File: config.mk
export PLATFORM = sky130hd
export DESIGN_NAME = bus_receiver
export DESIGN_NICKNAME = d
export VERILOG_FILES = /design/src/bus_pkg.sv /design/src/bus_receiver.sv
export SDC_FILE = /design/constraint.sdc
export NUM_CORES = 1
export LEC_CHECK = 0
export ABC_AREA = 1
export ABC_CLOCK_PERIOD_IN_PS = 11200
export BUFFER_PORTS_ARGS = -buffer_cell sky130_fd_sc_hd__buf_2
export CAP_MARGIN = 25
export CORE_MARGIN = 3
export CORE_UTILIZATION = 59
export CTS_CLUSTER_DIAMETER = 50
export DETAILED_ROUTE_END_ITERATION = 6
export PLACE_DENSITY_LB_ADDON = 0.1
export RECOVER_POWER = 50
export SLEW_MARGIN = 20
export SYNTH_ARGS = -nofsm -noshare
export SYNTH_HDL_FRONTEND = slang
export SYNTH_SLANG_ARGS = --single-unit
File: constraint.sdc
create_clock -name clk_bus -period 11.2 [get_ports clk_bus]
set_input_delay 1.68 -clock clk_bus [delete_from_list [all_inputs] [get_ports clk_bus]]
set_output_delay 1.68 -clock clk_bus [all_outputs]
set_load 0.02 [all_outputs]
File: src/bus_pkg.sv
`default_nettype none

package bus_pkg;

    localparam int BUS_W      = 73;
    localparam int WORD_W     = 32;
    localparam int LINE_WORDS = 4;

    typedef logic [14:0]               paddr_t;
    typedef logic [WORD_W-1:0]         word_t;
    typedef logic [LINE_WORDS*WORD_W-1:0] line_t;
    typedef logic [3:0]                node_id_t;
    typedef logic [LINE_WORDS-1:0]     beat_mask_t;
    typedef logic [BUS_W-1:0]          bus_word_t;

    // bus word field positions, bits 72:61 stay zero
    localparam int VALID_BIT = 0;
    localparam int ADDR_LSB  = 1;
    localparam int ADDR_MSB  = 15;
    localparam int DATA_LSB  = 16;
    localparam int DATA_MSB  = 47;
    localparam int RET_LSB   = 48;
    localparam int RET_MSB   = 51;
    localparam int DEST_LSB  = 52;
    localparam int DEST_MSB  = 55;
    localparam int RW_BIT    = 56;
    localparam int MASK_LSB  = 57;
    localparam int MASK_MSB  = 60;

    typedef enum logic [1:0] {
        FREE,
        REQUEST,
        WAIT_GRANT,
        DRIVE
    } sender_state_t;

    typedef enum logic [1:0] {
        IDLE,
        ACKED,
        GRANTED
    } arb_state_t;

endpackage

`default_nettype wire

File: src/bus_receiver.sv
`timescale 1ns/10ps
`default_nettype none

module bus_receiver #(
    parameter bus_pkg::node_id_t NODE_ID = 4'd1
) (
    input  logic                 clk_bus,
    input  logic                 reset,
    input  bus_pkg::bus_word_t   bus_word,
    output logic                 done,
    output bus_pkg::line_t       line_out,
    output bus_pkg::paddr_t      paddr_out,
    output bus_pkg::node_id_t    return_out,
    output logic                 rw_out
);

    bus_pkg::beat_mask_t beat_mask;
    bus_pkg::word_t      beat_data;
    bus_pkg::line_t      asm_q;
    bus_pkg::line_t      asm_next;
    logic                hit;
    logic                last;

    assign beat_mask = bus_word[bus_pkg::MASK_MSB:bus_pkg::MASK_LSB];
    assign beat_data = bus_word[bus_pkg::DATA_MSB:bus_pkg::DATA_LSB];
    assign hit  = bus_word[bus_pkg::VALID_BIT]
               && (bus_word[bus_pkg::DEST_MSB:bus_pkg::DEST_LSB] == NODE_ID);
    assign last = hit && beat_mask[0];

    ////////////////////////////////////////
    // line assembly
    ////////////////////////////////////////
    // drop the beat into the slot its pointer names
    always_comb begin
        asm_next = asm_q;
        for (int i = 0; i < bus_pkg::LINE_WORDS; i++) begin
            if (beat_mask[i]) asm_next[i*bus_pkg::WORD_W +: bus_pkg::WORD_W] = beat_data;
        end
    end

    // buffer cleared after each line so unsent words read zero
    always_ff @(posedge clk_bus) begin
        if (reset) begin
            asm_q <= '0;
            done  <= 1'b0;
        end else begin
            done <= last;
            if (last) begin
                asm_q <= '0;
            end else if (hit) begin
                asm_q <= asm_next;
            end
        end
    end

    always_ff @(posedge clk_bus) begin
        if (last) begin
            line_out <= asm_next;
        end
        if (hit) begin
            paddr_out  <= bus_word[bus_pkg::ADDR_MSB:bus_pkg::ADDR_LSB];
            return_out <= bus_word[bus_pkg::RET_MSB:bus_pkg::RET_LSB];
            rw_out     <= bus_word[bus_pkg::RW_BIT];
        end
    end

    // pointer comes from a sender on the far side of the arbiter
    a_beat_onehot: assert property (@(posedge clk_bus) disable iff (reset)
        hit |-> $onehot(beat_mask));

endmodule

`default_nettype wire

==> impl_metrics.toml <==
[grt]
grt_max_degree = 84
grt_pass1_vias = 7520
gr-total-overflow = 0
grt_pass1_wl_um = 41900
antenna_found_initial = 1
grt.total_usage_pct = 26.0

[setup_path]
start_kind = "primary input"
crit_type = "in2reg"
arrival_ns = 5.15
required_ns = 11.34
r2r_start = "asm_q[38]"
cp_max_fo = 70
r2r_setup_slack_ns = 10.29
rr_endpoint = "asm_q[38]"
ff2ff_path_depth = 4
crit_path_end_kind = "flip-flop"

[synth]
yosysUniqueCellTypes = 15
synthesis.nets = 1223
synthCells = 1148
ys_top_cells_by_area = "edfxtp_1 (40%), dfxtp_1 (23%), nand2_1 (17%)"
ys_warn_count = 0
synth_area_leader_cell = "edfxtp_1"
synth-seq-cells = 277
avgSynthCellArea_um2 = 9.59
yosysTopAreaCellShare_pct = 40.4
synth-seq-area-share_pct = 63.8
synth_area_um2 = 11000

[cts]
cts.sinks = 277
postCtsSetupBuffers = 0
ctsResizeCount = 0
cts_made_buffers = 29
cts-htree-levels = 1
cts_tree = "done"
cts_buffer_depth = 3
cts.clk_slew.worst_paths_ns = 0.06
cts-root-buf = "clkbuf_16"
postCtsHoldBufs = 0
clkLatencyLatePin_ns = 0.53

[routing]
drc = 0
ant_nets = 0
drt-total-wl_um = 27700
viasPerCell = 5.55
wl_per_cell_um = 17.7
dr.first_iter.drc_count = 893
drt-pass1-iter-count = 5
vias = 8694

[floorplanning]
die_w_um = 143
rows = 49
io_pins = 224
start_util_pct = 60.7
die_area_um2 = 20300
core-area_um2 = 18100
die_h_um = 143

[power_and_ir_drop]
ir_drop_uv = 133
total_leakage_power_nw = 4.63
power.density_nw_per_um2 = 168

[placement]
io_buffers = 211
gp_congestion = 0.818
pre_cts_ws_ns = 6.79
dp_hpwl_um = 16800

[sta]
rsz0062_at_grt = "no"
slew_headroom_pct = -20.8
final-setup-viol-count = 0
hold_viol = 0
fin_skew_ns = 0.00561
fin_setup_tns_ns = 0
worstMarginPinSlew_ns = 1.81
fin_ws_ns = 6.20
post-route-min-period_ns = 5.00
slew_viol_final = 137
fmax_ghz = 0.200
fin_crit_sh_pct = 44.7

[min_path]
hp-start = "asm_q[112]"
hold-path-cell-count = 2
hp-class = "reg2reg"
min_to = "asm_q[112]"

[run]
maxCapViolations = 4

[layout]
fin_nets = 1391
syn_to_final_growth_pct = 13.4
layout_common_cells = "nand2_1 (504), clkbuf_1 (161), edfxtp_1 (148)"
layout_commonest_cell = "nand2_1"
fillCellCount = 1460
layout-drive-gt1-share_pct = 9.57
diodes = 0

[status]
status = "complete, but fails checks"
violations = "max-capacitance violations, max-slew violations"
[worst max-delay path by stage]
stage	startpoint	end	cells after the start
after floorplan	bus_word[57]	line_out[0]	3
after global placement	bus_word[57]	line_out[24]	5
after detailed placement	bus_word[57]	line_out[24]	5
after CTS	bus_word[57]	line_out[123]	5
after global routing	bus_word[57]	line_out[127]	5
final	bus_word[57]	line_out[122]	5
[worst max-delay path, stage by stage]
cell      delay, ns
buf_2          0.08
clkbuf_1       1.28
nand4_2        0.47
inv_4          0.69
buf_4          0.88
[registers in the layout, summed over array words and instances (netlist names)]
name	flops
done	1
line_out	128
asm_q	128
rw_out	1
return_out	4
paddr_out	15
[stage by stage]
step / hold WS [ns] / cells / instance area [um2] / power, mW / utilization, %
finish: 0.459 / 1567 / 12500 / 2.10 / 68.8
global route: 0.473 / 1567 / 12500 / 2.16 / 68.8
CTS: 0.461 / 1567 / 12700 / 2.11 / 70.1
detailed placement: 0.452 / 1514 / 11800 / 1.22 / 65.1
global placement: 0.447 / 1512 / 11800 / 1.22 / 64.9
floorplan: 0.437 / 1148 / 11000 / 1.19 / -
[report_power, final]
group          internal [mW]  switching [mW]
Combinational         0.0267          0.0892
Clock                  0.512           0.390
Sequential              1.08         0.00305
[cell usage after synthesis]
cell	number
clkbuf_1	1
nand4_2	1
edfxtp_1	148
nand2_2	11
nor2_4	2
dfxtp_1	129
buf_4	37
nand3_1	128
inv_1	9
inv_2	1
buf_6	23
nor2_1	3
buf_2	23
nand2_1	504
a21oi_1	128
[kinds of logic after synthesis]
group | synth area share [%]
flops | 63.8
compound gates | 5.82
simple gates | 24.1
buf+inv | 6.30
[area by class of cell]
class / instances / area [um2] / share of cell area (%)
well taps: 229 / 287 / 2.29
clock buffers: 39 / 815 / 6.52
repair buffers: 221 / 930 / 7.44
flip-flops and latches: 277 / 7030 / 56.3
multi-input cells: 777 / 3300 / 26.4
inverters: 10 / 40.0 / 0.321
clock inverters: 14 / 91.3 / 0.731
[layer usage]
metal | track usage (%) | vias up | wire length [um]
met5 | 0 | - | 7
met4 | 6.70 | 2 | 644
met3 | 4.74 | 53 | 2920
met2 | 38.6 | 443 | 12500
met1 | 39.7 | 4054 | 11600
li1 | - | 4142 | -
Power figures use the tool's default switching activity.
