`config.mk`:
```
export PLATFORM = sky130hd
export DESIGN_NAME = bus_sender
export DESIGN_NICKNAME = d
export VERILOG_FILES = /design/src/bus_pkg.sv /design/src/bus_sender.sv
export SDC_FILE = /design/constraint.sdc
export NUM_CORES = 1
export LEC_CHECK = 0
export ABC_AREA = 1
export ABC_CLOCK_PERIOD_IN_PS = 5100
export BUFFER_PORTS_ARGS = -buffer_cell sky130_fd_sc_hd__buf_2
export CORE_MARGIN = 2
export CORE_UTILIZATION = 48
export CTS_BUF_LIST = sky130_fd_sc_hd__clkbuf_16
export CTS_CLUSTER_DIAMETER = 60
export DETAILED_ROUTE_END_ITERATION = 10
export PLACE_DENSITY = 0.81
export SYNTH_ARGS = -nofsm -noshare
export SYNTH_HDL_FRONTEND = slang
export SYNTH_SLANG_ARGS = --single-unit
```
`constraint.sdc`:
```
create_clock -name clk_bus -period 5.1 [get_ports clk_bus]
set_input_delay 0.51 -clock clk_bus [delete_from_list [all_inputs] [get_ports clk_bus]]
set_output_delay 0.51 -clock clk_bus [all_outputs]
set_load 0.05 [all_outputs]
```
`src/bus_pkg.sv`:
```
`default_nettype none

package bus_pkg;

    localparam int BUS_W      = 73;
    localparam int WORD_W     = 32;
    localparam int LINE_WORDS = 4;

    typedef logic [14:0]               paddr_t;
    typedef logic [WORD_W-1:0]         word_t;
    typedef logic [LINE_WORDS*WORD_W-1:0] line_t;
    typedef logic [3:0]                node_id_t;
    typedef logic [LINE_WORDS-1:0]     beat_mask_t;
    typedef logic [BUS_W-1:0]          bus_word_t;

    // bus word field positions, bits 72:61 stay zero
    localparam int VALID_BIT = 0;
    localparam int ADDR_LSB  = 1;
    localparam int ADDR_MSB  = 15;
    localparam int DATA_LSB  = 16;
    localparam int DATA_MSB  = 47;
    localparam int RET_LSB   = 48;
    localparam int RET_MSB   = 51;
    localparam int DEST_LSB  = 52;
    localparam int DEST_MSB  = 55;
    localparam int RW_BIT    = 56;
    localparam int MASK_LSB  = 57;
    localparam int MASK_MSB  = 60;

    typedef enum logic [1:0] {
        FREE,
        REQUEST,
        WAIT_GRANT,
        DRIVE
    } sender_state_t;

    typedef enum logic [1:0] {
        IDLE,
        ACKED,
        GRANTED
    } arb_state_t;

endpackage

`default_nettype wire

```
`src/bus_sender.sv`:
```
`timescale 1ns/10ps
`default_nettype none

module bus_sender (
    input  logic                  clk_bus,
    input  logic                  reset,

    // from block
    input  logic                  valid_in,
    input  bus_pkg::paddr_t       paddr_in,
    input  bus_pkg::line_t        data_in,
    input  bus_pkg::node_id_t     dest_in,
    input  bus_pkg::node_id_t     return_in,
    input  logic                  rw_in,
    input  bus_pkg::beat_mask_t   size_in,
    output logic                  free,

    // arbiter handshake
    input  logic                  ack,
    input  logic                  grant,
    output logic                  req,
    output logic                  releases,

    // bus side
    output logic                  bus_drive,
    output bus_pkg::bus_word_t    bus_out
);

    bus_pkg::sender_state_t state, state_next;

    bus_pkg::paddr_t     paddr_q;
    bus_pkg::line_t      line_q;
    bus_pkg::node_id_t   dest_q;
    bus_pkg::node_id_t   return_q;
    logic                rw_q;
    bus_pkg::beat_mask_t mask_q;
    bus_pkg::word_t      beat_data;
    logic                accept;

    assign free      = (state == bus_pkg::FREE);
    assign req       = (state == bus_pkg::REQUEST);
    assign bus_drive = (state == bus_pkg::DRIVE);
    assign accept    = valid_in && free;
    // last beat is the one with bit 0 of the pointer set
    assign releases  = bus_drive && mask_q[0];

    ////////////////////////////////////////
    // handshake FSM
    ////////////////////////////////////////
    always_comb begin
        state_next = state;
        case (state)
            bus_pkg::FREE:       if (accept) state_next = bus_pkg::REQUEST;
            bus_pkg::REQUEST:    if (ack) state_next = bus_pkg::WAIT_GRANT;
            bus_pkg::WAIT_GRANT: if (grant) state_next = bus_pkg::DRIVE;
            bus_pkg::DRIVE:      if (mask_q[0]) state_next = bus_pkg::FREE;
            default:             state_next = bus_pkg::FREE;
        endcase
    end

    always_ff @(posedge clk_bus) begin
        if (reset) begin
            state <= bus_pkg::FREE;
        end else begin
            state <= state_next;
        end
    end

    // payload capture and the mask walking down one word per beat
    always_ff @(posedge clk_bus) begin
        if (accept) begin
            paddr_q  <= paddr_in;
            line_q   <= data_in;
            dest_q   <= dest_in;
            return_q <= return_in;
            rw_q     <= rw_in;
            mask_q   <= size_in;
        end else if (bus_drive) begin
            mask_q <= mask_q >> 1;
        end
    end

    ////////////////////////////////////////
    // beat assembly
    ////////////////////////////////////////
    always_comb begin
        beat_data = '0;
        for (int i = 0; i < bus_pkg::LINE_WORDS; i++) begin
            if (mask_q[i]) beat_data = line_q[i*bus_pkg::WORD_W +: bus_pkg::WORD_W];
        end
    end

    always_comb begin
        bus_out = '0;
        bus_out[bus_pkg::VALID_BIT]                   = bus_drive;
        bus_out[bus_pkg::ADDR_MSB:bus_pkg::ADDR_LSB] = paddr_q;
        bus_out[bus_pkg::DATA_MSB:bus_pkg::DATA_LSB] = beat_data;
        bus_out[bus_pkg::RET_MSB:bus_pkg::RET_LSB]   = return_q;
        bus_out[bus_pkg::DEST_MSB:bus_pkg::DEST_LSB] = dest_q;
        bus_out[bus_pkg::RW_BIT]                      = rw_q;
        bus_out[bus_pkg::MASK_MSB:bus_pkg::MASK_LSB] = mask_q;
    end

    // grant has to stay up for every beat
    a_drive_with_grant: assert property (@(posedge clk_bus) disable iff (reset)
        bus_drive |-> grant);

    a_mask_onehot: assert property (@(posedge clk_bus) disable iff (reset)
        accept |=> $onehot(mask_q));

    // arbiter takes the bus back right after the last beat
    a_release_last: assert property (@(posedge clk_bus) disable iff (reset)
        releases |=> !grant);

endmodule

`default_nettype wire

```
==> Flow_metrics.wiki, run 1 <==
{| class="wikitable"
! Metric !! Value
|-
| Startpoint of the lowest-slack register-to-register path || state[0]
|-
| Result of the run || finished, final reports clean
|-
| Area taken by multi-input logic gates || 1100 um^2
|-
| Arr. time, crit path || 2.40 ns
|-
| Row cnt || 41
|-
| Maximum buffer depth of the clock tree || 2
|-
| Nature of the critical path endpoint || output pin
|-
| FF/Latch Area || 4720 um^2
|-
| Time the final worst path needs with I/O delays and setup || 2.91 ns
|-
| Floorplan die height || 117 um
|-
| Predominant post-synthesis flop cell || edfxtp_1
|-
| Length of the first detailed-routing pass in iterations || 5
|-
| Global placement routability congestion || 0.840
|-
| Overall via count from detail_route || 4,207
|-
| Crit path launch type || flop
|-
| Transition time at the pin with the least slew margin || 1.23 ns
|-
| Area of the die || 13,600 um^2
|-
| Worst hold slack after final layout || 0.258 ns
|-
| Clock-pin slew of the registers on the worst-case setup and hold paths || 0.07 ns
|-
| Cts hold-fix bufs || 0
|-
| Total CTS buffers || 17
|-
| Number of flip-flops and latches in the synthesized netlist || 158
|-
| Relative area change from synthesis to final layout || 29.2%
|-
| CTS tree || yes
|-
| H-Tree Depth || 4
|-
| Final-layout setup total negative slack || 0 ns
|-
| Nets || 820
|-
| Number of buffer and inverter stages on the critical path || 2
|-
| HPWL reported at the end of detailed placement || 9.77 mm
|-
| Core box area || 12,500 um^2
|-
| Count of cell instances traversed by the critical path || 4
|-
| Number of max-capacitance violations reported || 0
|-
| Leakage component of the power || 3.33 nW
|-
| Number of cells produced by synthesis || 431
|-
| Commonest cells in the netlist || edfxtp_1 (156), nand2_1 (145), a21oi_1 (32), o211ai_1 (32)
|-
| Count of flip-flops with a built-in enable after synthesis || 156
|-
| Port Buf Inserts || 225
|-
| Critical-path top delay cell || inv_1
|-
| Detail-routed net length per standard cell || 17.9 um
|-
| Number of antenna violations at the first check in global routing || 0
|-
| FILL cells || 913
|-
| Capture point of the critical path || bus_out[32]
|-
| Worst R2R End || line_q[19]
|-
| Worst slew slack as a fraction of its limit || 0.177
|-
| Starting DRC count in detailed routing || 272
|-
| # setup viols final || 0
|-
| Pwr Density || 632 nW/um^2
|-
| Proportion of synthesized chip area in sequential cells || 0.777
|-
| Total routing resource utilization after global routing || 0.218
|-
| Unique masters post-synth || 18
|-
| Syn_area_per_cell || 14.1 um^2
|-
| Period utilisation layout || 0.570
|-
| Category of the critical setup timing path || flop to output pin
|-
| Cell taking the most area after synthesis || edfxtp_1
|-
| Setup slack of the most critical reg-to-reg path || 2.53 ns
|-
| Largest net degree at the start of global routing || 116
|-
| Number of endpoints with negative hold slack in the final report || 0
|-
| Cell area after synthesis || 6080 um^2
|-
| Worst Clk Skew || 0.0116 ns
|-
| Family with the most delay on the worst path || buffers and inverters
|-
| Number of remaining DRC errors || 0
|-
| Cells traversed along the worst timing path || inv_1, o211ai_1, nand2_1, buf_2
|-
| Final ANT Viol Nets || 0
|-
| Biggest cell delay along the critical path || 0.90 ns
|-
| Fraction of the core area covered by cells at the end of the flow || 0.630
|-
| Master cell of the clock root buffer || clkbuf_16
|-
| Wire length of the first global-routing pass || 21.3 mm
|-
| Vias in the first global route || 4,201
|-
| Remaining Overflow, GRT || 0
|-
| Die span in x || 117 um
|-
| Gates resized, CTS repair || 0
|-
| Class of the tightest hold or removal check || input port to flop
|-
| Total detailed-routing wirelength || 15.0 mm
|-
| Leading cell types by total area after synthesis || edfxtp_1 (77%), nand2_1 (9.0%), o211ai_1 (4.0%)
|-
| # Post-CTS Setup Buffers || 0
|-
| Clk Latency, worst-skew pair || 0.42 ns
|-
| Share of layout cells above drive strength 1 || 0.395
|-
| Depth of the worst register-to-register path || 5
|-
| Largest driver fanout on the critical path || 33
|-
| Effective utilization at floorplan || 0.488
|-
| Critical Path Source || mask_q[3]
|-
| Most common cell in the synthesized netlist || edfxtp_1
|-
| Fraction of synthesis flops using an asynchronous set or reset pin || 0
|-
| Upper clock frequency limit || 344 MHz
|-
| Slew Limit Fails || 0
|-
| Count of yosys warnings during synthesis || 0
|-
| Proportion of netlist area held by the largest area contributor || 0.771
|-
| RSZ-0062 raised after global routing || false
|-
| Number of clock sinks || 158
|-
| Critical path required time || 4.59 ns
|-
| Number of ports placed on the die boundary || 238
|-
| Peak supply drop || 0.000434 V
|-
| Per-cell via count in the routed design || 5.01
|-
| Number of diodes || 0
|}
-- worst min path at each step --
stage,startpoint,cells after the start,to
5_1_grt,data_in[62],1,line_q[62]
4_1_cts,data_in[122],1,line_q[122]
2_1_floorplan,state[1],2,state[1]
3_5_place_dp,state[1],2,state[1]
3_3_place_gp,state[1],2,state[1]
6_report,paddr_in[1],1,paddr_q[1]
-- routing by layer --
metal / routed length (um) / vias to the layer above / part of all wire / GRT usage
met5: 0 / - / 0 / 0
met4: 245 / 0 / 0.016 / 0.0833
met3: 1460 / 21 / 0.097 / 0.0768
met2: 7780 / 220 / 0.52 / 0.388
met1: 5510 / 2009 / 0.37 / 0.241
li1: - / 1957 / - / -
-- logic make-up after synthesis --
| kind of cell | synth area share |
|---|---|
| buffers and inverters | 0.0480 |
| AND/OR/NAND/NOR | 0.0982 |
| AO/OA/AOI/OAI | 0.0675 |
| adder cells (fa/ha/maj) | 0.00824 |
| flip-flops | 0.777 |
| other | 0.000617 |
-- cell type report --
class	count	area share
Multi-Input combinational cell	236	0.140
Clock inverter	15	0.0222
Tap cell	172	0.0274
Timing Repair Buffer	229	0.147
Inverter	13	0.00685
Clock buffer	17	0.0542
Sequential cell	158	0.602
-- worst reg2reg max path, cell delays in order (launching register included) --
cell and delay (ns):
dfxtp_1 0.34, inv_1 0.10, ha_1 0.21, nand2_1 0.16, inv_6 0.73, buf_4 0.66
-- power by group --
part	switching (W)	leakage (nW)	internal, W
clock network	0.000547	0.298	0.000739
registers	0.0000812	1.49	0.00179
logic	0.00142	1.55	0.000374
-- stage by stage --
step | total power [W] | setup WS [ns] | cells | cell area [um^2]
after floorplan | 0.00332 | 0.183 | 442 | 6120
after global placement | 0.00365 | 2.63 | 808 | 7250
after detailed placement | 0.00370 | 2.55 | 808 | 7250
after CTS | 0.00499 | 2.16 | 840 | 7850
after global routing | 0.00516 | 2.02 | 840 | 7850
final | 0.00496 | 2.19 | 840 | 7850
-- state kept, by name (all words and copies together), names as in the netlist --
name      flops
rw_q          1
mask_q        4
paddr_q      15
state         2
line_q      128
dest_q        4
return_q      4
-- cells in the final DEF, fill, tap and decap left out, types with 2 or more instances in the layout --
cell type	instances
a21oi_1	32
buf_2	225
buf_4	4
bufinv_16	2
clkbuf_16	17
clkinv_4	2
conb_1	12
dfxtp_1	2
edfxtp_1	156
ha_1	4
inv_1	12
inv_6	5
inv_8	4
nand2_1	145
nor2_1	7
o211ai_1	32
o21ai_0	2
Power figures use the tool's default switching activity.
==> run 2: changes to the inputs <==
==> config.mk (replaced) <==
export PLATFORM = sky130hd
export DESIGN_NAME = bus_sender
export DESIGN_NICKNAME = d
export VERILOG_FILES = /design/src/bus_pkg.sv /design/src/bus_sender.sv
export SDC_FILE = /design/constraint.sdc
export NUM_CORES = 1
export LEC_CHECK = 0
export ABC_AREA = 0
export ABC_CLOCK_PERIOD_IN_PS = 2360
export BUFFER_PORTS_ARGS = -buffer_cell sky130_fd_sc_hd__buf_2
export CORE_MARGIN = 2
export CORE_UTILIZATION = 44
export CTS_BUF_LIST = sky130_fd_sc_hd__clkbuf_16
export CTS_CLUSTER_DIAMETER = 60
export DETAILED_ROUTE_END_ITERATION = 10
export PLACE_DENSITY = 0.77
export SYNTH_ARGS = -nofsm -noshare
export SYNTH_HDL_FRONTEND = slang
export SYNTH_SLANG_ARGS = --single-unit
==> constraint.sdc (replaced) <==
create_clock -name clk_bus -period 2.36 [get_ports clk_bus]
set_input_delay 0.236 -clock clk_bus [delete_from_list [all_inputs] [get_ports clk_bus]]
set_output_delay 0.236 -clock clk_bus [all_outputs]
set_load 0.05 [all_outputs]
==> run 2 against run 1 <==
  * Routed wire length grew 12%
  * Utilization rose by 5.0 points
  * Area after synthesis up 5.4%
  * Final area is 24% higher
  * Critical path type unchanged
  * Critical endpoint is now bus_out[20]
==> Flow_metrics.wiki, run 2 <==
{| class="wikitable"
! Metric !! Value
|-
| FILL cells || 910
|-
| Pwr Density || 1200 nW/um^2
|-
| # setup viols final || 0
|-
| Number of cells in the design after placement || 744
|-
| Proportion of synthesized chip area in sequential cells || 0.737
|-
| Final cell count without fillers || 929
|-
| Number of flip-flops and latches in the synthesized netlist || 158
|-
| Capture point of the critical path || bus_out[20]
|-
| Largest driver fanout on the critical path || 17
|-
| Startpoint of the lowest-slack register-to-register path || state[1]
|-
| Leakage component of the power || 3.90 nW
|-
| Area of the die || 15,500 um^2
|-
| Number of remaining DRC errors || 0
|-
| Crit path launch type || flop
|-
| Upper clock frequency limit || 444 MHz
|-
| Register ranked first by flip-flop count || line_q
|-
| Floorplan die height || 125 um
|-
| Master cell of the clock root buffer || clkbuf_16
|-
| Placed standard-cell area || 7690 um^2
|-
| Category of the critical setup timing path || flop to output pin
|-
| Gates resized, CTS repair || 0
|-
| Setup slack of the most critical reg-to-reg path || 0.74 ns
|-
| Maximum buffer depth of the clock tree || 2
|-
| Critical path required time || 2.12 ns
|-
| Clk Latency, worst-skew pair || 0.42 ns
|-
| Critical Path Source || mask_q[1]
|-
| Syn_area_per_cell || 18.4 um^2
|-
| Total CTS buffers || 17
|-
| Number of antenna violations at the first check in global routing || 1
|-
| Cell area after synthesis || 6410 um^2
|-
| Commonest cells in the netlist || edfxtp_1 (156), nor2b_1 (35), nand2_1 (33), a221oi_2 (30), o31ai_2 (30)
|-
| HPWL reported at the end of detailed placement || 9.34 mm
|-
| Worst hold slack after final layout || 0.134 ns
|-
| Time the final worst path needs with I/O delays and setup || 2.25 ns
|-
| Share of layout cells above drive strength 1 || 0.457
|-
| Cell area after layout || 9770 um^2
|-
| Nature of the critical path endpoint || output pin
|-
| Remaining Overflow, GRT || 0
|-
| Proportion of netlist area held by the largest area contributor || 0.731
|-
| Number of ports placed on the die boundary || 238
|-
| Number of max-capacitance violations reported || 0
|-
| Regs by FF count || line_q: 128 flops, paddr_q: 15 flops
|-
| Most common library cell in the layout ignoring fill and taps || buf_2
|-
| Largest net degree at the start of global routing || 72
|-
| Core box area || 14,400 um^2
|-
| Nets || 896
|-
| Number of clock sinks || 158
|-
| Final-layout setup total negative slack || 0 ns
|-
| Die span in x || 125 um
|-
| Per-cell via count in the routed design || 4.94
|-
| Count of flip-flops with a built-in enable after synthesis || 156
|-
| Fraction of synthesis flops using an asynchronous set or reset pin || 0
|-
| Number of endpoints with negative hold slack in the final report || 0
|-
| Peak supply drop || 0.000916 V
|-
| Final ANT Viol Nets || 0
|-
| # Post-CTS Setup Buffers || 0
|-
| CTS tree || yes
|-
| Unique masters post-synth || 24
|-
| Overall power || 0.0117 W
|-
| Global placement routability congestion || 0.768
|-
| Overall via count from detail_route || 4,588
|-
| Cell taking the most area after synthesis || edfxtp_1
|-
| Clock-pin slew of the registers on the worst-case setup and hold paths || 0.06 ns
|-
| Wire length of the first global-routing pass || 25.8 mm
|-
| H-Tree Depth || 4
|-
| Max reg flops || 128
|-
| Length of the first detailed-routing pass in iterations || 4
|-
| Total routing resource utilization after global routing || 0.216
|-
| Class of the tightest hold or removal check || input port to flop
|-
| RSZ-0062 raised after global routing || false
|-
| Number of cells produced by synthesis || 349
|-
| Leading cell types in the layout, fill and taps excluded || buf_2 (225), edfxtp_1 (156), dlygate4sd3_1 (152)
|-
| Total detailed-routing wirelength || 16.7 mm
|-
| Predominant post-synthesis flop cell || edfxtp_1
|-
| Area taken by multi-input logic gates || 1470 um^2
|-
| Port Buf Inserts || 225
|-
| Starting DRC count in detailed routing || 278
|-
| Row cnt || 44
|-
| Period utilisation layout || 0.955
|-
| Leading cell types by total area after synthesis || edfxtp_1 (73%), a221oi_2 (7.0%), o31ai_2 (5.9%)
|-
| Slew Limit Fails || 0
|-
| Worst Clk Skew || 0.00920 ns
|-
| Detail-routed net length per standard cell || 18.0 um
|-
| Effective utilization at floorplan || 0.446
|-
| Result of the run || finished, final reports clean
|-
| FF/Latch Area || 4730 um^2
|-
| Most common cell in the synthesized netlist || edfxtp_1
|-
| Depth of the worst register-to-register path || 5
|-
| Arr. time, crit path || 2.02 ns
|-
| Vias in the first global route || 4,990
|-
| Worst R2R End || line_q[118]
|-
| Relative area change from synthesis to final layout || 52.5%
|-
| Count of yosys warnings during synthesis || 0
|}
[run 2: cell count changes after synthesis, moves of 30 or more]
cell	delta
o211ai_1	-32
a221oi_2	+30
nand2_1	-112
a21oi_1	-32
o31ai_2	+30
nor2b_1	+35
[run 2: final cells by class]
type	instances	share of cell area
multi-input combinational	162	0.150
timing repair buffer	388	0.283
clock buffer	17	0.0435
clock inverter	15	0.0140
sequential	158	0.484
antenna	1	0.000256
inverter	4	0.00192
tap	184	0.0236
[run 2: worst min-delay path by stage]
stage,endpoint,start,slack [ns],cells after the start
after detailed placement,line_q[52],data_in[52],0.41,1
after floorplan,dest_q[0],dest_in[0],0.33,0
final,state[0],reset,0.13,3
after global routing,state[0],reset,0.14,3
after global placement,paddr_q[12],paddr_in[12],0.41,1
after CTS,state[0],reset,0.11,3
[run 2: repair_timing]
item	in CTS	in global routing
endpoints found under the hold margin	152	0
hold buffers	152	0
endpoints found under the setup margin	0	0
[run 2: critical path, stage by stage (launching register included)]
cell and delay, ns:
edfxtp_1 0.45, nor2b_4 0.14, buf_4 0.31, a221oi_2 0.11, o31ai_2 0.26, buf_2 0.32
[run 2: power breakdown]
part	internal [W]	switching (W)	total, W	leakage [nW]
sequential	0.00396	0.000252	0.00422	1.50
combinational	0.00143	0.00346	0.00490	2.11
clock	0.00147	0.00113	0.00259	0.279
[run 2: kinds of logic after synthesis]
| family | synth area share |
|---|---|
| buffers and inverters | 0.0449 |
| muxes | 0.00840 |
| other | 0.000585 |
| and+or+nand+nor | 0.0615 |
| AOI/OAI and AO/OA | 0.139 |
| adders and majority gates | 0.00781 |
| DFF | 0.737 |
[run 2: stage by stage]
step	utilization	setup slack [ns]
floorplan	-	-0.993
global placement	0.535	0.605
detailed placement	0.535	0.538
CTS	0.680	0.0980
global route	0.680	0.00676
finish	0.680	0.105
[run 2: routing by layer]
metal	vias up	routed length [um]	part of all wire	GRT usage
li1	2108	-	-	-
met1	2234	6240	0.37	0.240
met2	220	9080	0.54	0.392
met3	26	1090	0.065	0.0623
met4	0	319	0.019	0.0806
met5	-	0	0	0
==> run 3: changes to the inputs <==
--- a/config.mk
+++ b/config.mk
@@ -6,7 +6,6 @@
 export NUM_CORES = 1
 export LEC_CHECK = 0
 export ABC_AREA = 0
-export ABC_CLOCK_PERIOD_IN_PS = 2360
 export BUFFER_PORTS_ARGS = -buffer_cell sky130_fd_sc_hd__buf_2
 export CORE_MARGIN = 2
 export CORE_UTILIZATION = 44
@@ -14,6 +13,7 @@
 export CTS_CLUSTER_DIAMETER = 60
 export DETAILED_ROUTE_END_ITERATION = 10
 export PLACE_DENSITY = 0.77
+export SETUP_SLACK_MARGIN = 0.5
 export SYNTH_ARGS = -nofsm -noshare
 export SYNTH_HDL_FRONTEND = slang
 export SYNTH_SLANG_ARGS = --single-unit
==> run 3 against run 2 <==
  * Non-clock buffer count fell by 1
  * Register-to-register slack worse by 0.11 ns
  * Clock skew grew 0.00061 ns
  * Critical path type unchanged
  * Clock power grew 20%
  * Die area unchanged
  * First-iteration DRC count is 1.8% higher
  * Critical path depth is 1 higher
  * Cell count fell by 0.22%
  * Hold slack got worse by 0.12 ns
==> Flow_metrics.wiki, run 3 (synthesis gave the netlist of run 2 again) <==
{| class="wikitable"
! Metric !! Value
|-
| Result of the run || finished, final reports clean
|-
| Critical Path Source || mask_q[1]
|-
| Per-cell via count in the routed design || 5.05
|-
| Nature of the critical path endpoint || output pin
|-
| Total detailed-routing wirelength || 18.5 mm
|-
| Worst Hold Launch || data_in[62]
|-
| Wire length of the first global-routing pass || 27.8 mm
|-
| Nets || 895
|-
| Transition time at the pin with the least slew margin || 0.748 ns
|-
| Critical path required time || 2.12 ns
|-
| Final ANT Viol Nets || 0
|-
| Leakage component of the power || 4.05 nW
|-
| Clk Latency, worst-skew pair || 0.42 ns
|-
| Share of layout cells above drive strength 1 || 0.464
|-
| Pwr Density || 1280 nW/um^2
|-
| Relative area change from synthesis to final layout || 62.7%
|-
| Number of max-capacitance violations reported || 0
|-
| Number of endpoints with negative hold slack in the final report || 0
|-
| Depth of the worst register-to-register path || 5
|-
| Logic pwr share || 0.448
|-
| Time the final worst path needs with I/O delays and setup || 2.11 ns
|-
| Area of the die || 15,500 um^2
|-
| FF/Latch Area || 4730 um^2
|-
| Die span in x || 125 um
|-
| Clock group share of total power || 0.233
|-
| Detail-routed net length per standard cell || 20.0 um
|-
| Number of cells in the design after placement || 743
|-
| Core box area || 14,400 um^2
|-
| FILL cells || 837
|-
| Number of remaining DRC errors || 0
|-
| Maximum buffer depth of the clock tree || 2
|-
| Overall via count from detail_route || 4,678
|-
| Flop pwr share || 0.320
|-
| Upper clock frequency limit || 474 MHz
|-
| Reported net switching power || 0.00534 W
|-
| Max reg flops || 128
|-
| Category of the critical setup timing path || flop to output pin
|-
| Number of antenna violations at the first check in global routing || 0
|-
| Floorplan die height || 125 um
|-
| RSZ-0062 raised after global routing || true
|-
| Startpoint of the lowest-slack register-to-register path || state[1]
|-
| Largest net degree at the start of global routing || 83
|-
| Total CTS buffers || 17
|-
| Effective utilization at floorplan || 0.446
|-
| Class of the tightest hold or removal check || input port to flop
|-
| Minimum setup slack after placement || 0.462 ns
|-
| CTS tree || yes
|-
| Critical-path top delay cell || edfxtp_1
|-
| Starting DRC count in detailed routing || 283
|-
| Worst slew slack as a fraction of its limit || 0.502
|-
| Length of the first detailed-routing pass in iterations || 4
|-
| Final worst setup slack || 0.250 ns
|-
| Largest driver fanout on the critical path || 6
|-
| Area taken by multi-input logic gates || 1860 um^2
|-
| Worst hold path depth || 1
|-
| Cells traversed along the worst timing path || nor2b_4, buf_4, buf_12, a221oi_2, o31ai_4, buf_6
|-
| Register ranked first by flip-flop count || line_q
|-
| Number of diodes || 0
|-
| Sw Ratio || 0.400
|-
| Port Buf Inserts || 225
|-
| Remaining Overflow, GRT || 0
|-
| Fraction of the core area covered by cells at the end of the flow || 0.725
|-
| Internal Pwr Total || 0.00801 W
|-
| # setup viols final || 0
|-
| Clock-pin slew of the registers on the worst-case setup and hold paths || 0.07 ns
|-
| Peak supply drop || 0.000935 V
|-
| Period utilisation layout || 0.894
|-
| H-Tree Depth || 4
|-
| Most common library cell in the layout ignoring fill and taps || buf_2
|-
| Arr. time, crit path || 1.87 ns
|-
| Final cell count without fillers || 927
|-
| Worst Clk Skew || 0.00980 ns
|-
| HPWL reported at the end of detailed placement || 9.49 mm
|-
| Vias in the first global route || 5,177
|-
| Regs by FF count || line_q: 128 flops, paddr_q: 15 flops
|-
| Number of clock sinks || 158
|-
| Total routing resource utilization after global routing || 0.235
|-
| Number of ports placed on the die boundary || 238
|-
| Crit path launch type || flop
|-
| Leading cell types in the layout, fill and taps excluded || buf_2 (193), edfxtp_1 (156), dlygate4sd3_1 (148)
|-
| Slew Limit Fails || 0
|-
| Biggest cell delay along the critical path || 0.46 ns
|-
| Row cnt || 44
|-
| Global placement routability congestion || 0.797
|-
| Master cell of the clock root buffer || clkbuf_16
|}
-- run 3: changes by cell type in the layout (fill, tap and decap cells not counted), sizes merged --
cell,before,now
diode,1,0
buf,236,238
dlygate4sd3,152,148
bufinv,1,6
clkinvlp,2,4
clkinv,7,2
inv,9,7
clkbuf,17,18
-- run 3: final cells by class --
type / instances / share of cell area
Clock buffer: 17 / 0.0408
Clock inverter: 15 / 0.0232
Inverter: 4 / 0.00180
Multi-Input combinational cell: 162 / 0.178
Sequential cell: 158 / 0.453
Tap cell: 184 / 0.0221
Timing Repair Buffer: 387 / 0.280
-- run 3: power by group through the flow --
stage / Combinational, W / Sequential, W / Clock [W]
floorplan: 0.00382 / 0.00468 / 0
global placement: 0.00507 / 0.00425 / 0
detailed placement: 0.00517 / 0.00428 / 0
CTS: 0.00573 / 0.00423 / 0.00315
global route: 0.00625 / 0.00432 / 0.00326
finish: 0.00598 / 0.00427 / 0.00311
-- run 3: critical path, delay by kind of cell, from the launching register on --
family                 cells  cell delay, ns
buffers and inverters      3            0.47
flip-flops                 1            0.46
AO/OA/AOI/OAI              2            0.32
AND/OR/NAND/NOR            1            0.19
-- run 3: final timing paths --
path                               endpoint  slack, ns
worst max-delay path            bus_out[46]       0.25
worst min-delay path             line_q[62]       0.01
worst max register to register  paddr_q[12]       0.63
worst min register to register     state[0]       0.55
-- run 3: per-stage QoR --
step	setup TNS (ns)	area (um^2)	hold WS, ns	total power (W)
6_report	0	10400	0.0112	0.0134
3_3_place_gp	0	7960	0.412	0.00933
2_1_floorplan	-151.01	6780	0.335	0.00851
3_5_place_dp	0	7960	0.414	0.00945
4_1_cts	0	10300	0.000237	0.0131
5_1_grt	0	10400	0.000156	0.0138
-- run 3: repair_timing --
item / CTS / global route
resized for setup: 50 / 12
hold buffers: 147 / 1
endpoints found under the hold margin: 147 / 1
pin swaps: 0 / 0
setup endpoints to repair: 115 / 102
cloned: 0 / 1
setup buffers: 0 / 3
-- run 3: metal layers --
layer | share of wire | GRT usage | vias up | wire length, um
met1 | 0.37 | 0.273 | 2256 | 6940
met5 | 0 | 0 | - | 0
li1 | - | - | 2109 | -
met4 | 0.021 | 0.0879 | 0 | 383
met2 | 0.52 | 0.418 | 283 | 9640
met3 | 0.085 | 0.0597 | 30 | 1570
